$ cat src/logic/aib_rxdp_pkg.sv
// Shared types and constants for the AIB adapter receive slice
// Word width is fixed at 40 bits, and the marker sits in the top bit
// The payload is the word with the marker stripped, 39 bits
// FIFO depth must be a power of two and at least 4
`default_nettype none

package aib_rxdp_pkg;

   //----------------------------------------
   // Word format
   //----------------------------------------
   localparam int RX_DWIDTH  = 40;              // Transceiver word width
   localparam int MARKER_BIT = RX_DWIDTH - 1;   // Alternating framing marker, bit 39

   // One received word, marker included
   typedef logic [RX_DWIDTH-1:0] rx_word_t;

   // Word with marker removed
   typedef logic [RX_DWIDTH-2:0] payload_t;

   //----------------------------------------
   // Status and debug
   //----------------------------------------
   typedef logic [7:0]  err_cnt_t;              // Marker errors, saturates at 255
   typedef logic [19:0] testbus_t;              // Aligner debug bus

   //----------------------------------------
   // Buffer sizing
   //----------------------------------------
   localparam int DEF_FIFO_DEPTH = 8;           // Default entries, power of two

endpackage

`default_nettype wire

$ cat src/logic/aib_adaptrxdp_marker_mon.sv
// Marker monitor for the receive datapath
// Counts words whose marker repeats the previous one, only after lock
// The first locked edge is never counted, as it has no locked history
// Count saturates at 255 and clears only on reset
// Reset is synchronous, active low
`timescale 1ns/1ns
`default_nettype none

module aib_adaptrxdp_marker_mon (
   input  logic                    wr_clk,               // Receive word clock
   input  logic                    wr_rst_n,             // Sync reset, active low
   input  logic                    wa_lock,              // From aligner
   input  aib_rxdp_pkg::rx_word_t  aib_hssi_rx_data_in,  // Raw word from transceiver
   output aib_rxdp_pkg::err_cnt_t  err_cnt               // Marker error count
);

   import aib_rxdp_pkg::*;

   localparam err_cnt_t CNT_MAX = '1;   // Saturation value

   logic prev_mark;     // Marker seen on the previous edge
   logic locked_seen;   // At least one locked edge has passed
   logic cur_mark;      // Marker of the incoming word
   logic mark_rep;      // Marker failed to alternate

   assign cur_mark = aib_hssi_rx_data_in[MARKER_BIT];

   // Repeat only counts once a locked history exists
   assign mark_rep = wa_lock && locked_seen && (cur_mark == prev_mark);

   //----------------------------------------
   // Marker history and lock tracking
   //----------------------------------------
   always_ff @(posedge wr_clk) begin
      if (!wr_rst_n) begin
         prev_mark   <= 1'b0;
         locked_seen <= 1'b0;
      end else begin
         prev_mark <= cur_mark;           // Every edge, locked or not
         if (wa_lock) begin
            locked_seen <= 1'b1;          // Arms the compare for next edge
         end
      end
   end

   //----------------------------------------
   // Saturating error counter
   //----------------------------------------
   always_ff @(posedge wr_clk) begin
      if (!wr_rst_n) begin
         err_cnt <= '0;
      end else if (mark_rep && (err_cnt != CNT_MAX)) begin
         err_cnt <= err_cnt + 8'd1;       // Hold at max
      end
   end

endmodule

`default_nettype wire

$ cat src/logic/aib_adaptrxdp_rx_fifo.sv
// Receive FIFO for the datapath slice, single clock on wr_clk
// Writes one payload per locked cycle with the marker stripped
// Write side cannot stall, so a write into a full FIFO is dropped
// and the sticky overflow flag is set
// Read data and valid are registered, one cycle after rd_en
// FIFO_DEPTH must be a power of two, at least 4
// Reset is synchronous, active low
`timescale 1ns/1ns
`default_nettype none

module aib_adaptrxdp_rx_fifo #(
   parameter int FIFO_DEPTH = 8                          // Entries, power of two
) (
   input  logic                    wr_clk,               // Receive word clock
   input  logic                    wr_rst_n,             // Sync reset, active low
   input  logic                    wa_lock,              // Write enable from aligner
   input  aib_rxdp_pkg::rx_word_t  aib_hssi_rx_data_in,  // Raw word from transceiver
   input  logic                    rd_en,                // Pop request
   output aib_rxdp_pkg::payload_t  rd_data,              // Popped payload
   output logic                    rd_valid,             // rd_data valid this cycle
   output logic                    fifo_empty,           // No entries
   output logic                    fifo_full,            // All entries used
   output logic                    fifo_ovf              // Sticky, write was dropped
);

   import aib_rxdp_pkg::*;

   localparam int AW = $clog2(FIFO_DEPTH);  // Address width

   //----------------------------------------
   // Depth check at elaboration
   //----------------------------------------
   if ((FIFO_DEPTH < 4) || ((FIFO_DEPTH & (FIFO_DEPTH - 1)) != 0)) begin : g_depth_chk
      $error("FIFO_DEPTH must be a power of two, at least 4");
   end

   payload_t     mem [FIFO_DEPTH];   // Storage
   logic [AW:0]  wr_ptr;             // Extra wrap bit
   logic [AW:0]  rd_ptr;             // Extra wrap bit
   logic         wr_do;              // Write accepted
   logic         rd_do;              // Read accepted
   payload_t     wr_payload;         // Word minus marker

   assign wr_payload = aib_hssi_rx_data_in[MARKER_BIT-1:0];

   //----------------------------------------
   // Flags
   //----------------------------------------
   // Same address, wrap bits decide full or empty
   assign fifo_empty = (wr_ptr == rd_ptr);
   assign fifo_full  = (wr_ptr[AW] != rd_ptr[AW]) &&
                       (wr_ptr[AW-1:0] == rd_ptr[AW-1:0]);

   assign wr_do = wa_lock && !fifo_full;   // Lock gates every write
   assign rd_do = rd_en && !fifo_empty;    // Read while empty ignored

   //----------------------------------------
   // Write side
   //----------------------------------------
   always_ff @(posedge wr_clk) begin
      if (wr_do) begin
         mem[wr_ptr[AW-1:0]] <= wr_payload;
      end
   end

   always_ff @(posedge wr_clk) begin
      if (!wr_rst_n) begin
         wr_ptr   <= '0;
         fifo_ovf <= 1'b0;
      end else begin
         if (wr_do) begin
            wr_ptr <= wr_ptr + 1'b1;
         end
         if (wa_lock && fifo_full) begin
            fifo_ovf <= 1'b1;             // Word lost, flag stays
         end
      end
   end

   //----------------------------------------
   // Read side
   //----------------------------------------
   // Payload register, loads only on a pop
   always_ff @(posedge wr_clk) begin
      if (rd_do) begin
         rd_data <= mem[rd_ptr[AW-1:0]];  // Oldest entry
      end
   end

   always_ff @(posedge wr_clk) begin
      if (!wr_rst_n) begin
         rd_ptr   <= '0;
         rd_valid <= 1'b0;
      end else begin
         rd_valid <= rd_do;               // One-cycle strobe
         if (rd_do) begin
            rd_ptr <= rd_ptr + 1'b1;
         end
      end
   end

endmodule

`default_nettype wire

$ cat src/logic/aib_adaptrxdp_top.sv
// Top level of the AIB adapter receive slice
// Aligner, marker monitor and receive FIFO, all on wr_clk
// No clock crossing, bit slip or deskew in this slice
// r_wa_en is a plain level input, no register interface
// Reset is synchronous, active low
`timescale 1ns/1ns
`default_nettype none

module aib_adaptrxdp_top #(
   parameter int FIFO_DEPTH = aib_rxdp_pkg::DEF_FIFO_DEPTH   // Passed to the FIFO
) (
   input  logic                    wr_clk,               // Receive word clock
   input  logic                    wr_rst_n,             // Sync reset, active low
   input  logic                    r_wa_en,              // Word-align enable
   input  aib_rxdp_pkg::rx_word_t  aib_hssi_rx_data_in,  // One word per cycle
   input  logic                    rd_en,                // FIFO pop request
   output logic                    wa_lock,              // Alignment lock status
   output aib_rxdp_pkg::err_cnt_t  err_cnt,              // Marker error count
   output aib_rxdp_pkg::payload_t  rd_data,              // FIFO read data
   output logic                    rd_valid,             // Read data strobe
   output logic                    fifo_empty,           // FIFO status
   output logic                    fifo_full,            // FIFO status
   output logic                    fifo_ovf,             // Sticky overflow
   output aib_rxdp_pkg::testbus_t  word_align_testbus    // Aligner debug
);

   //----------------------------------------
   // Word aligner
   //----------------------------------------
   aib_adaptrxdp_word_align aib_adaptrxdp_word_align_inst (
      .wr_clk              (wr_clk),
      .wr_rst_n            (wr_rst_n),
      .r_wa_en             (r_wa_en),
      .aib_hssi_rx_data_in (aib_hssi_rx_data_in),
      .wa_lock             (wa_lock),             // Fans out to monitor and FIFO
      .word_align_testbus  (word_align_testbus)
   );

   //----------------------------------------
   // Marker monitor
   //----------------------------------------
   // Checks framing health after lock
   aib_adaptrxdp_marker_mon aib_adaptrxdp_marker_mon_inst (
      .wr_clk              (wr_clk),
      .wr_rst_n            (wr_rst_n),
      .wa_lock             (wa_lock),
      .aib_hssi_rx_data_in (aib_hssi_rx_data_in),
      .err_cnt             (err_cnt)
   );

   //----------------------------------------
   // Receive FIFO
   //----------------------------------------
   aib_adaptrxdp_rx_fifo #(
      .FIFO_DEPTH          (FIFO_DEPTH)
   ) aib_adaptrxdp_rx_fifo_inst (
      .wr_clk              (wr_clk),
      .wr_rst_n            (wr_rst_n),
      .wa_lock             (wa_lock),             // Lock gates writes
      .aib_hssi_rx_data_in (aib_hssi_rx_data_in),
      .rd_en               (rd_en),
      .rd_data             (rd_data),
      .rd_valid            (rd_valid),
      .fifo_empty          (fifo_empty),
      .fifo_full           (fifo_full),
      .fifo_ovf            (fifo_ovf)
   );

endmodule

`default_nettype wire

$ cat src/logic/aib_adaptrxdp_word_align.sv
// Word aligner for the receive datapath
// Watches the marker bit and locks after six alternating samples
// Lock is sticky until reset, no relock or slip support
// With r_wa_en low the lock output is forced high combinationally
// Reset is synchronous, active low
`timescale 1ns/1ns
`default_nettype none

module aib_adaptrxdp_word_align (
   input  logic                    wr_clk,               // Receive word clock
   input  logic                    wr_rst_n,             // Sync reset, active low
   input  logic                    r_wa_en,              // Word-align enable
   input  aib_rxdp_pkg::rx_word_t  aib_hssi_rx_data_in,  // Raw word from transceiver
   output logic                    wa_lock,              // To monitor and FIFO
   output aib_rxdp_pkg::testbus_t  word_align_testbus    // Debug visibility
);

   import aib_rxdp_pkg::*;

   // hist[0] is the newest marker sample
   localparam logic [5:0] ALT_PATTERN = 6'b010101;  // Newest 1, then 0, 1, 0, 1, 0

   logic [5:0] hist;          // Marker history, six stages
   logic       detect;        // Pattern seen or bypass
   logic       lock_lt;       // Latched lock

   //----------------------------------------
   // Marker history
   //----------------------------------------
   always_ff @(posedge wr_clk) begin
      if (!wr_rst_n) begin
         hist <= '0;
      end else begin
         hist <= {hist[4:0], aib_hssi_rx_data_in[MARKER_BIT]};  // Shift in newest
      end
   end

   // Alternation check on all six stages
   assign detect = (hist == ALT_PATTERN) || !r_wa_en;

   //----------------------------------------
   // Sticky lock
   //----------------------------------------
   always_ff @(posedge wr_clk) begin
      if (!wr_rst_n) begin
         lock_lt <= 1'b0;
      end else begin
         lock_lt <= detect || lock_lt;    // Never falls once set
      end
   end

   // Same-cycle lock on pattern completion
   assign wa_lock = detect || lock_lt;

   //----------------------------------------
   // Testbus
   //----------------------------------------
   // Zeros, lock, then history newest first
   assign word_align_testbus = {13'd0,
                                wa_lock,
                                hist[0],
                                hist[1],
                                hist[2],
                                hist[3],
                                hist[4],
                                hist[5]};

endmodule

`default_nettype wire

$ cat config.mk
export PLATFORM = sky130hd
export DESIGN_NAME = aib_adaptrxdp_top
export DESIGN_NICKNAME = d
export VERILOG_FILES = /design/src/logic/aib_rxdp_pkg.sv /design/src/logic/aib_adaptrxdp_marker_mon.sv /design/src/logic/aib_adaptrxdp_rx_fifo.sv /design/src/logic/aib_adaptrxdp_top.sv /design/src/logic/aib_adaptrxdp_word_align.sv
export SDC_FILE = /design/constraint.sdc
export NUM_CORES = 1
export LEC_CHECK = 0
export ABC_AREA = 0
export BUFFER_PORTS_ARGS = -buffer_cell sky130_fd_sc_hd__buf_2
export CAP_MARGIN = 10
export CORE_MARGIN = 8
export CORE_UTILIZATION = 45
export CTS_BUF_LIST = sky130_fd_sc_hd__clkbuf_8
export DETAILED_ROUTE_END_ITERATION = 12
export SETUP_SLACK_MARGIN = 0.05
export SLEW_MARGIN = 20
export SYNTH_ARGS = -nofsm -noshare
export SYNTH_HDL_FRONTEND = slang
export SYNTH_HIERARCHICAL = 1
export SYNTH_SLANG_ARGS = --single-unit
export TNS_END_PERCENT = 10
$ cat constraint.sdc
create_clock -name wr_clk -period 10.9 [get_ports wr_clk]
set_input_delay 1.635 -clock wr_clk [delete_from_list [all_inputs] [get_ports wr_clk]]
set_output_delay 1.635 -clock wr_clk [all_outputs]
set_load 0.05 [all_outputs]
==> results of run 1 <==
## worst reg2reg max path: cells and delay by family (launching register included)
family,cells,cell delay [ps]
flops,1,940
simple gates,3,920
xor+xnor,1,300
buf+inv,1,510
## cell families after synthesis
group	after synthesis
DFF	378
and+or+nand+nor	187
muxes	81
buffers and inverters	52
AOI/OAI and AO/OA	22
xor gates and xnor gates	10
adders and majority gates	3
other	1
## area by class of cell
cell class / count / area share
sequential: 378 / 0.678
timing repair buffer: 116 / 0.0376
clock inverter: 43 / 0.0131
tap: 402 / 0.0307
multi-input combinational: 316 / 0.186
inverter: 8 / 0.00184
antenna: 1 / 0.000153
clock buffer: 63 / 0.0530
## path summary, 6_finish.rpt
kind                                        startpoint                                   end  slack [ps]  cells past startpoint
hold / removal     aib_adaptrxdp_rx_fifo_inst/fifo_ovf   aib_adaptrxdp_rx_fifo_inst/fifo_ovf         470                      2
setup reg to reg  aib_adaptrxdp_rx_fifo_inst/rd_ptr[0]  aib_adaptrxdp_rx_fifo_inst/mem[1][2]        7840                      5
setup / recovery  aib_adaptrxdp_rx_fifo_inst/rd_ptr[0]                            fifo_empty        6750                      4
hold reg to reg    aib_adaptrxdp_rx_fifo_inst/fifo_ovf   aib_adaptrxdp_rx_fifo_inst/fifo_ovf         470                      2
## flip-flops by register name (all words and copies together) (netlist names)
| name | cells |
|---|---|
| aib_adaptrxdp_rx_fifo_inst/rd_data | 39 |
| aib_adaptrxdp_rx_fifo_inst/mem | 312 |
| aib_adaptrxdp_marker_mon_inst/err_cnt | 8 |
| aib_adaptrxdp_rx_fifo_inst/wr_ptr | 4 |
| aib_adaptrxdp_word_align_inst/lock_lt | 1 |
| aib_adaptrxdp_marker_mon_inst/locked_seen | 1 |
| aib_adaptrxdp_rx_fifo_inst/rd_valid | 1 |
| aib_adaptrxdp_word_align_inst/hist | 6 |
| aib_adaptrxdp_rx_fifo_inst/rd_ptr | 4 |
| aib_adaptrxdp_marker_mon_inst/prev_mark | 1 |
| aib_adaptrxdp_rx_fifo_inst/fifo_ovf | 1 |
## metrics by stage
step                setup slack (ps)  cell area (µm²)
floorplan                       4350            14300
global placement                6860            15300
detailed placement              6850            15300
CTS                             6630            16400
global route                    6480            16400
finish                          6750            16400
## routing by layer
layer	track usage	vias to the layer above	routed length (µm)
met5	0	-	41
li1	-	3148	-
met2	0.240	174	13200
met1	0.195	3535	12300
met4	0.0407	6	436
met3	0.0349	49	1460
## report_power, final
group          internal, mW  switching [mW]  leakage (nW)  total, mW
Combinational         0.202           0.332          1.56      0.534
Clock                 0.556           0.526         0.641       1.08
Sequential             1.70          0.0582          3.43       1.76
## synthesized netlist by cell type, drive strengths merged (2+ instances only)
cell type / number
or3: 5
nor2b: 2
xor2: 4
a21oi: 5
nand2: 130
inv: 8
mux2i: 3
edfxtp: 351
nor3: 4
clkbuf: 8
ha: 3
dfxtp: 27
nand3: 6
nand4: 4
mux4: 78
nor2: 15
nand2b: 3
buf: 36
o21ai: 7
a31oi: 3
and2: 8
o21a: 2
xnor2: 6
nor4: 4
==> results by stage, run 1 <==
Worst setup path:
- The cell with the biggest individual delay on the critical path is dfxtp_4.
- The longest individual stage delay on the worst path is 940 ps.
- The kind of end point of the critical path is an output pin.
- The signal on the critical path passes through xnor2_1, nand3_1, nor2_1, buf_2.
- The data arrival time of the critical path is 2510 ps.
- The kind of cell with the highest combined delay on the critical path is flip-flops.
- At the worst endpoint, the required time is 9270 ps.
- The critical path buffer and inverter count is 1.
- In this run the worst path has a maximum fanout of 44.
- The sort of element at the start of the critical path is a flip-flop.
- The critical setup path kind is reg2out.

Synthesis:
- Synthesis inferred 378 register bits.
- The sequential element share of the synthesized area is 0.776.
- Of the post-synthesis cell area, the dominant cell type holds 0.738.
- By area the synthesized netlist is led by edfxtp_1 74%, mux4_2 12%, dfxtp_1 3.8%, nand2_1 3.4%, buf_4 0.74%.
- The mapped cell area is 14300 µm².
- Summed over all instances, the cell type with the most area after synthesis is edfxtp_1.
- The portion of netlist area occupied by mux cells is 0.125.
- Of the total synthesized cell area, the portion taken by AND, OR, NAND and NOR gates is 0.0589.
- The largest family of logic cells by synthesized area is multiplexers.
- The per-instance average area after synthesis is 19.5 µm².
- The adder and majority cell fraction of the synthesized area is 0.00263.
- Counting flops with a built-in enable in the synthesized netlist gives 351.
- The compound-cell area share of the yosys netlist is 0.0111.
- The xor/xnor cell area share of the yosys netlist is 0.00666.
- The count of distinct cell types in the synthesized netlist is 44.
- The most used flip-flop cell after synthesis is edfxtp_1.
- Synthesis produced 734 cells.
- For this run, the number of Yosys warnings is 6.
- In the synthesized netlist the async set-or-reset flop fraction comes to 0.

Clocking:
- The number of clock buffers added by TritonCTS is 59.
- The buffer cell driving the clock tree root is clkbuf_8.
- Once the clock tree was built, the resizer swapped 0 gates to a different size.
- The number of levels the H-tree was split into is 2.
- The number of sinks driven by the clock tree is 378.
- The TritonCTS clock tree is built.
- The clock latency of the later-clocked register in the worst-skew pair is 590 ps.
- Once the clock tree was built, the setup fixing pass inserted 0 buffers.
- The clock-pin transition on the worst setup and hold timing paths is 60 ps.
- The maximum clock path buffer count is 3.
- In this run, post-CTS hold repair placed 0 buffers.

Timing:
- For the final routed database, the setup TNS stands at 0 ps.
- The transition time at the pin with the least slew margin is 919 ps.
- The time the final worst path needs with I/O delays and setup is 4150 ps.
- Of the available clock period, the critical path in the final layout requires 0.380.
- The final count of negative-setup-slack endpoints is 0.
- The count of endpoints failing hold in the final timing report is 0.
- Hold is met by 469 ps.
- The count of final max-slew check failures is 0.
- The worst-case clock skew is 21.0 ps.
- Setup repair after global routing left no endpoint under its margin.
- The maximum clock frequency is 0.241 GHz.
- The worst pin sits at a relative slew slack of 0.387.

Route:
- The routed design has 27.5 mm of wire.
- The number of routed nets with antenna violations is 0.
- Across all layers, the routed design uses 6912 vias.
- The detailed router finished its first iteration with 361 violations.
- The first detailed-routing pass ran for 4 iterations.
- The number of vias per cell is 5.21.
- The average wire per cell in the routed design is 20.7 µm.
- In the routed design, unresolved DRC markers number 0.

Global route:
- Entering global routing, the biggest net connects 49 pins.
- The number of antenna violations at the first check in global routing is 4.
- The number of global-route vias before repair is 7510.
- The wire length of the first global-routing pass is 43.4 mm.
- The total overflow reported by the global router is 0.
- The total global routing track utilization is 0.147.

Floorplan:
- For this configuration, the core starts out at a cell density of 0.455.
- The floorplan step defined a die boundary enclosing 37700 µm².
- In this run the core area contains 65 standard-cell rows.
- From bottom edge to top edge, the die measures 194 µm.
- In this run the count of I/O pins placed on the die edge is 116.
- The die outline width is 194 µm.
- The standard cell core area is 31400 µm².

Outcome:
- The flow ran to the end, and the final reports show no timing, DRC or antenna violations.

Power:
- Summed over all cells, the static leakage comes to 5.63 nW.
- The final total power is 3.37 mW.
- The highest ir drop seen on vdd is 127 µV.
- In this run the power density over the cells is 206 nW/µm².

Layout:
- The number of non-filler instances in the completed layout is 1327.
- The commonest non-fill, non-tap cell in the layout is edfxtp_1.
- In the layout the commonest cells are 351 x edfxtp_1, 130 x nand2_1, 102 x buf_2, 78 x mux4_2, 63 x clkbuf_8.
- From synthesis to final layout, the design area changed by 14.6%.
- The footprint of the flip-flops and latches is 11100 µm².
- The core utilization of the finished layout is 0.521.
- The net count reported at finish is 926.
- The number of inserted filler cells in the final layout is 2522.
- Of the cells placed in the final design, the portion with a size suffix greater than 1 is 0.310.
- The multi-input combinational cells in the finished layout cover a total of 3040 µm².

Placed design:
- At the end of routability-driven placement, the weighted congestion stood at 0.752.
- The post-DP HPWL is 15.1 mm.
- During placement, the flow inserted port buffers numbering 102.
- In this run, placement finished with an instance count of 1220.

Flow run:
- The reported max-cap violation count is 0.

Hold path:
- The class of the worst hold path is reg2reg.
Note: power is estimated with default switching activity, not from simulation.
==> run 2: changes to the inputs <==
--- a/config.mk
+++ b/config.mk
@@ -5,7 +5,7 @@
 export SDC_FILE = /design/constraint.sdc
 export NUM_CORES = 1
 export LEC_CHECK = 0
-export ABC_AREA = 0
+export ABC_AREA = 1
 export BUFFER_PORTS_ARGS = -buffer_cell sky130_fd_sc_hd__buf_2
 export CAP_MARGIN = 10
 export CORE_MARGIN = 8
==> constraint.sdc (replaced) <==
create_clock -name wr_clk -period 4 [get_ports wr_clk]
set_input_delay 0.6 -clock wr_clk [delete_from_list [all_inputs] [get_ports wr_clk]]
set_output_delay 0.6 -clock wr_clk [all_outputs]
set_load 0.05 [all_outputs]
==> run 2 against run 1 <==
Effect of this change:
- worst setup slack worse by 5700 ps
- synthesized cell count up 45%
- sequential share of layout area down 1.8 points
- synthesized area up 4.0%
- routed wire length up 12%
- first-iteration DRC count up 62%
- final cell count up 26%
==> results by stage, run 2 <==
Worst setup path:
- The slowest stage of the critical path is the inv_6 cell.
- The critical path buffer and inverter count is 3.
- Of all nets on the critical path, the largest fanout is 80.
- The data arrival time of the critical path is 2340 ps.
- STA puts the critical path data required time at 3400 ps.
- The sort of element at the start of the critical path is a flip-flop.
- Among cell families on the critical path, the largest total delay comes from buffers and inverters.
- The worst setup path is of the reg2out kind.
- Traced cell by cell, the critical path runs through inv_6, nand2_1, nand2_2, and2_4, nand2_4, inv_1, buf_2.
- The longest individual stage delay on the worst path is 510 ps.
- The worst setup path is captured at an output pin.

Power:
- Of the total power, the share spent switching nets is 0.285.
- The combinational share of power is 0.157.
- In this run the power spent charging and discharging nets is 2.60 mW.
- The clock share of power is 0.328.
- For this design the static power due to leakage is 6.07 nW.
- The ratio of total power to cell area is 544 nW/µm².
- The internal power is 6.53 mW.
- Overall power consumption after layout is estimated at 9.13 mW.
- Of the total power, registers draw 0.515.
- The highest ir drop seen on vdd is 308 µV.

Placed design:
- After legalization and detailed placement, the total HPWL measured 17.6 mm.
- The final weighted congestion of routability-driven global placement is 0.751.
- Input and output buffers added on the ports amount to 102.
- The worst-case setup slack after placement is 1020 ps.

Clocking:
- The number of levels the H-tree was split into is 2.
- The number of sinks driven by the clock tree is 378.
- After clock tree synthesis, the repair step resized 0 gates.
- Clock-pin slew was measured on the worst setup and hold paths at 70 ps.
- TritonCTS built the clock tree.
- The total of hold buffers inserted after clock tree synthesis is 0.
- The total CTS buffers is 58.
- The clock latency of the later-clocked register in the worst-skew pair is 590 ps.
- The buffer cell driving the clock tree root is clkbuf_8.
- The number of post-CTS setup repair buffers is 0.
- The maximum clock path buffer count is 3.

Synthesis:
- After synthesis, the largest family of logic cells by area is simple AND/OR/NAND/NOR gates.
- The yosys synthesis warning count is 6.
- The portion of netlist area occupied by mux cells is 0.0526.
- The share of flip-flops with an asynchronous set or reset is 0.
- Of the total synthesized cell area, the portion taken by AND, OR, NAND and NOR gates is 0.0922.
- For this run, the leading register cell type out of synthesis is edfxtp_1.
- The sequential element share of the synthesized area is 0.746.
- Yosys instantiated no cell more often than edfxtp_1.
- The cell area that synthesis handed to floorplanning was 14800 µm².
- The compound-cell area share of the yosys netlist is 0.0655.
- Of the total synthesized cell area, the portion taken by XOR and XNOR cells is 0.00118.
- The per-instance average area after synthesis is 13.9 µm².
- The gate count of the mapped netlist is 1067.
- By area the synthesized netlist is led by edfxtp_1 71%, mux2i_1 5.3%, nand2_1 4.4%, dfxtp_1 3.6%, o22ai_1 3.3%.
- The dominant cell type by area after synthesis is edfxtp_1.
- In the synthesized netlist, the cells that appear most often are 351 x edfxtp_1, 174 x nand2_1, 113 x nor2_1.
- The netlist uses 39 different library cells.
- In this run, synthesis produced a sequential element count of 378.
- The number of synthesized flops with an enable pin is 351.
- The adder and majority cell fraction of the synthesized area is 0.00253.
- The area fraction of the dominant cell type after synthesis is 0.710.

Timing:
- The worst pin sits at a relative slew slack of 0.300.
- Across all hold checks on the routed design, the worst slack comes to 257 ps.
- Setup repair after global routing left no endpoint under its margin.
- Setup violations remaining at the end of the flow were counted as 0.
- The worst-case clock skew is 22.4 ps.
- The count of endpoints failing hold in the final timing report was 0.
- Of the available clock period, the critical path in the final layout requires 0.735.
- After layout, the minimum clock period comes to 2940 ps.
- The count of final max-slew check failures was 0.
- Derived from the worst setup path, the maximum achievable clock frequency is 0.340 GHz.
- The slack of the critical path is 1060 ps.
- The transition time at the pin with the least slew margin is 1050 ps.
- The setup total negative slack is 0 ps.

Layout:
- The net count reported at finish is 1231.
- The layout overhead on the synthesized area is 13.1%.
- In the layout the commonest cells are 351 x edfxtp_1, 174 x nand2_1, 106 x nor2_1, 102 x buf_2.
- After filler insertion, the fill cell instance count of the layout stands at 2833.
- The antenna cell count is 0.
- The layout cell share with drive strength beyond 1 is 0.186.
- The commonest non-fill, non-tap cell in the layout is edfxtp_1.
- The flip-flop count of the largest register after layout is 312.

Route:
- In the routed layout, each cell is associated on average with a via count of 5.06.
- The first routing iteration left 586 violations.
- The count of unresolved DRC violations after routing is 0.
- The number of detailed-route iterations in the first pass is 5.
- The total vias in the final route is 8481.
- The number of routed nets with antenna violations is 0.
- The average wire per cell in the routed design is 18.4 µm.
- The sum of routed wire length over all layers is 30.9 mm.

Floorplan:
- Measured along the x axis, the die boundary spans 198 µm.
- The number of primary I/O pins is 116.
- The standard cell core area is 32500 µm².
- The initial utilization of the core area, before any placement, comes to 0.456.
- The cell row count is 66.
- The die covers 39100 µm².
- The height of the die is 198 µm.

Global route:
- The number of antenna violations at the first check in global routing is 1.
- The first global-routing pass estimated 48.2 mm of wire.
- The number of global-route vias before repair is 8436.
- The total overflow left after global routing is 0.
- For this run, the total global-route usage over all layers was measured as 0.157.
- Entering global routing, the biggest net connects 160 pins.

Outcome:
- The run finished with clean final reports.

Flow run:
- The reported max-cap violation count is 0.

Hold path:
- The min-delay analysis places its worst path in the category in2reg.
[run 2: cell types whose count changed after synthesis, moves of 44 or more]
cell | before | now
nand2_1 | 130 | 174
o22ai_1 | 0 | 78
mux2i_1 | 3 | 78
mux4_2 | 78 | 0
nor2_1 | 15 | 113
o21ai_0 | 5 | 77
[run 2: through the flow]
stage / std cells / cell area (µm²) / util
floorplan: 1079 / 14900 / -
global placement: 1566 / 15700 / 0.482
detailed placement: 1566 / 15700 / 0.482
CTS: 1676 / 16800 / 0.516
global route: 1676 / 16800 / 0.516
finish: 1676 / 16800 / 0.516
[run 2: area by class of cell]
| class | count | area [µm²] | area share |
|---|---|---|---|
| Clock buffer | 64 | 881 | 0.0524 |
| Clock inverter | 46 | 225 | 0.0134 |
| Inverter | 40 | 155 | 0.00924 |
| Multi-Input combinational cell | 592 | 3280 | 0.195 |
| Sequential cell | 378 | 11100 | 0.660 |
| Tap cell | 442 | 553 | 0.0329 |
| Timing Repair Buffer | 114 | 613 | 0.0365 |
[run 2: cell families (layout without fill, tap and decap cells)]
family | after synthesis | count (layout)
AO/OA/AOI/OAI | 173 | 173
XOR/XNOR | 2 | 2
adder cells (fa/ha/maj) | 3 | 3
buffers and inverters | 109 | 264
flip-flops | 378 | 378
multiplexers | 78 | 78
other | 1 | 13
AND/OR/NAND/NOR | 323 | 323
[run 2: path summary, 6_finish.rpt]
kind                                          from                                     to  slack [ps]  depth (start not counted)
max           aib_adaptrxdp_rx_fifo_inst/rd_ptr[0]                             fifo_empty        1060                          7
min reg2reg  aib_adaptrxdp_word_align_inst/hist[0]  aib_adaptrxdp_word_align_inst/hist[1]         440                          2
min                        aib_hssi_rx_data_in[39]  aib_adaptrxdp_word_align_inst/hist[0]         260                          3
max reg2reg   aib_adaptrxdp_rx_fifo_inst/rd_ptr[1]  aib_adaptrxdp_rx_fifo_inst/mem[0][13]        1060                          5
[run 2: worst register-to-register path: cells and delay by family, from the launching register on]
family	cells	cell delay (ps)
xor+xnor	1	240
simple gates	3	1090
buf+inv	1	510
flops	1	720
[run 2: power by group through the flow]
| stage | logic [mW] | registers (mW) | clock network [mW] |
|---|---|---|---|
| after floorplan | 0.818 | 5.06 | 0 |
| after global placement | 1.45 | 4.79 | 0 |
| after detailed placement | 1.45 | 4.79 | 0 |
| after CTS | 1.46 | 4.71 | 3.08 |
| after global routing | 1.57 | 4.73 | 3.25 |
| final | 1.43 | 4.70 | 3.00 |
[run 2: layer usage]
metal	wire (µm)	up-vias	global-route usage
li1	-	4108	-
met1	14100	4105	0.215
met2	14600	224	0.252
met3	1640	42	0.0312
met4	485	2	0.0431
met5	13	-	0
==> run 3: changes to the inputs <==
==> constraint.sdc (replaced) <==
create_clock -name wr_clk -period 2.9 [get_ports wr_clk]
set_input_delay 0.435 -clock wr_clk [delete_from_list [all_inputs] [get_ports wr_clk]]
set_output_delay 0.435 -clock wr_clk [all_outputs]
set_load 0.05 [all_outputs]
==> run 3 against run 2 <==
Effect of this change:
- via count is 1.2% higher
- worst setup slack lost 680 ps
- critical path type unchanged
- sequential power grew 37%
- critical endpoint is now fifo_full
- non-clock buffer count is 11 higher
==> results by stage, run 3 (same netlist as run 2, synthesis figures left out) <==
Outcome:
- The flow ran to the end, and the final reports show no timing, DRC or antenna violations.

Layout:
- The layout cell share with drive strength beyond 1 is 0.194.
- The multi-input gate area in the final layout is 3280 µm².
- The top cell types in the final layout, fill and taps aside, are 351 x edfxtp_1, 174 x nand2_1, 106 x nor2_1, 102 x buf_2.
- Leaving out fill and tap cells, the most frequent cell in the layout is edfxtp_1.
- The final layout contains 1244 nets.
- The number of non-filler instances in the completed layout is 1691.
- Compared with the post-synthesis result, the final layout area differs by 14.5%.
- The flip-flop count of the largest register after layout is 312.
- The layout has 2840 filler cells.
- The sequential cells in the finished layout cover a total of 11100 µm².

Hold path:
- The endpoint of the worst hold-timing path is aib_adaptrxdp_word_align_inst/hist[0].
- The worst hold path was traced through 3 stages.
- The worst hold path begins at aib_hssi_rx_data_in[39].
- The class of the worst hold path is in2reg.

Route:
- In the routed layout, each cell is associated on average with a via count of 5.07.
- The number of detailed-route iterations in the first pass is 5.
- Dividing the detail-routed wire length by the instance count gives 18.4 µm.
- The number of DRC markers after the initial detailed-route iteration is 501.
- The number of routed nets with antenna violations is 0.
- The sum of routed wire length over all layers is 31.2 mm.
- For this block, the via count after detailed routing is 8580.
- In the routed design, unresolved DRC markers number 0.

Worst setup path:
- Along the worst path, the maximum fanout reaches 34.
- STA classifies the critical path endpoint as an output pin.
- For flop-to-flop paths, the worst setup slack is 590 ps.
- The worst setup path is launched from a flip-flop.
- The reg-to-reg endpoint is aib_adaptrxdp_rx_fifo_inst/mem[0][33].
- The data arrival time of the critical path is 2090 ps.
- The worst register-to-register path begins at aib_adaptrxdp_word_align_inst/hist[0].
- The worst setup path is of the reg2out kind.
- The data required time of the worst path is 2470 ps.
- Measured in cells, the most critical reg-to-reg path has a length of 7.

Timing:
- The worst path in the final design needs a cycle of 2520 ps, including I/O delays and setup.
- The count of endpoints failing hold in the final timing report came to 0.
- The final count of negative-setup-slack endpoints is 0.
- Headroom to the max-slew limit came out at 0.354.
- Setup repair after global routing left no endpoint under its margin.
- Dividing the final minimum period by the clock period gives 0.869.
- The tightest hold path in the finished design has a slack of 63.2 ps.
- The worst-case clock skew is 25.0 ps.
- Setup slack closes at 380 ps.
- Derived from the worst setup path, the maximum achievable clock frequency is 0.397 GHz.
- The count of final max-slew check failures is 0.
- The transition time at the pin with the least slew margin is 969 ps.

Global route:
- Entering global routing, the biggest net connects 160 pins.
- The number of global-route vias before repair is 8601.
- The total overflow reported by the global router is 0.
- The number of antenna violations at the first check in global routing was 3.
- In the global route stage, overall resource usage came out at 0.159.
- The wire length of the first global-routing pass is 48.6 mm.

Floorplan:
- Row generation in the floorplan step produced 66 rows.
- The standard cell core area is 32500 µm².
- The die outline width is 198 µm.
- The die outline area is 39100 µm².
- Pin placement for this block handled 116 I/O pins.
- The effective utilization at floorplan is 0.456.
- In this run the vertical extent of the chip is 198 µm.

Placed design:
- The post-DP HPWL is 17.8 mm.
- After detailed placement, the design holds a cell count of 1577.
- The final weighted congestion of routability-driven global placement is 0.767.
- Before CTS, the worst setup slack after placement is 477 ps.
- The quantity of I/O buffers inserted on ports is 102.

Clocking:
- Clock latency on the worst-skew pair, taken at its later pin, is 610 ps.
- In this run the post-CTS setup repair buffer count came out at 0.
- The H-tree generated during clock tree synthesis spans 2 levels.
- The number of clock buffers added by TritonCTS is 60.
- After clock tree synthesis, the repair step resized 0 gates.
- The maximum clock path buffer count is 3.
- The TritonCTS clock tree is built.
- After clock tree synthesis, the clock-pin slew on the worst setup and hold paths is 60 ps.
- CTS saw 378 sinks.
- The root buffer cell chosen for the clock tree is clkbuf_8.
- In this run, post-CTS hold repair placed 0 buffers.

Flow run:
- Max-cap violations in this run came to 0.

Power:
- Dividing total power by cell area gives a power density of 751 nW/µm².
- The design draws 12.8 mW.
- The worst-case IR drop observed on VDD is 392 µV.
- Summed over all cells, the static leakage comes to 6.17 nW.
==> run 3: changes by cell type in the layout (fill, tap and decap cells not counted), sizes merged <==
cell and change:
inv +1, bufinv +1, diode +2, clkinv -1, clkbuf +1, buf +11
==> run 3: stage by stage <==
step | cell area [µm²] | setup TNS, ps | util
floorplan | 14900 | -80010 | -
global placement | 15800 | 0 | 0.487
detailed placement | 15800 | 0 | 0.487
CTS | 17000 | 0 | 0.522
global route | 17000 | 0 | 0.522
finish | 17000 | 0 | 0.522
==> run 3: area by class of cell <==
class                           count  share of cell area
Sequential cell                   378               0.653
Inverter                           40             0.00913
Antenna cell                        2            0.000295
Multi-Input combinational cell    592               0.193
Timing Repair Buffer              125              0.0446
Tap cell                          442              0.0325
Clock buffer                       65              0.0526
Clock inverter                     47              0.0153
==> run 3: worst max path at each step <==
stage,startpoint,endpoint,slack (ps)
after floorplan,aib_adaptrxdp_word_align_inst/hist[0],aib_adaptrxdp_rx_fifo_inst/mem[0][0],-330
after global placement,r_wa_en,aib_adaptrxdp_rx_fifo_inst/mem[0][30],540
after detailed placement,r_wa_en,aib_adaptrxdp_rx_fifo_inst/mem[0][33],480
after CTS,aib_adaptrxdp_rx_fifo_inst/rd_ptr[0],fifo_full,300
after global routing,aib_adaptrxdp_rx_fifo_inst/rd_ptr[0],fifo_full,230
final,aib_adaptrxdp_rx_fifo_inst/rd_ptr[0],fifo_full,380
==> run 3: critical path, stage by stage (launching register included) <==
cell and delay, ps:
dfxtp_4 370, inv_6 250, nand2_1 110, nand2_2 110, nand4_4 190, inv_1 160
buf_2 280
==> run 3: per-layer routing <==
| metal | global-route usage | up-vias | share of wire |
|---|---|---|---|
| met5 | 0 | - | 0.00074 |
| met4 | 0.0501 | 4 | 0.018 |
| met3 | 0.0330 | 52 | 0.054 |
| met2 | 0.267 | 217 | 0.49 |
| met1 | 0.206 | 4183 | 0.44 |
| li1 | - | 4124 | - |
==> run 3: power breakdown <==
group	switching, mW	total, mW	internal (mW)	leakage [nW]
clock network	2.01	4.26	2.25	0.671
logic	1.50	2.05	0.544	2.06
registers	0.0863	6.45	6.36	3.44
total	3.60	12.8	9.16	6.17
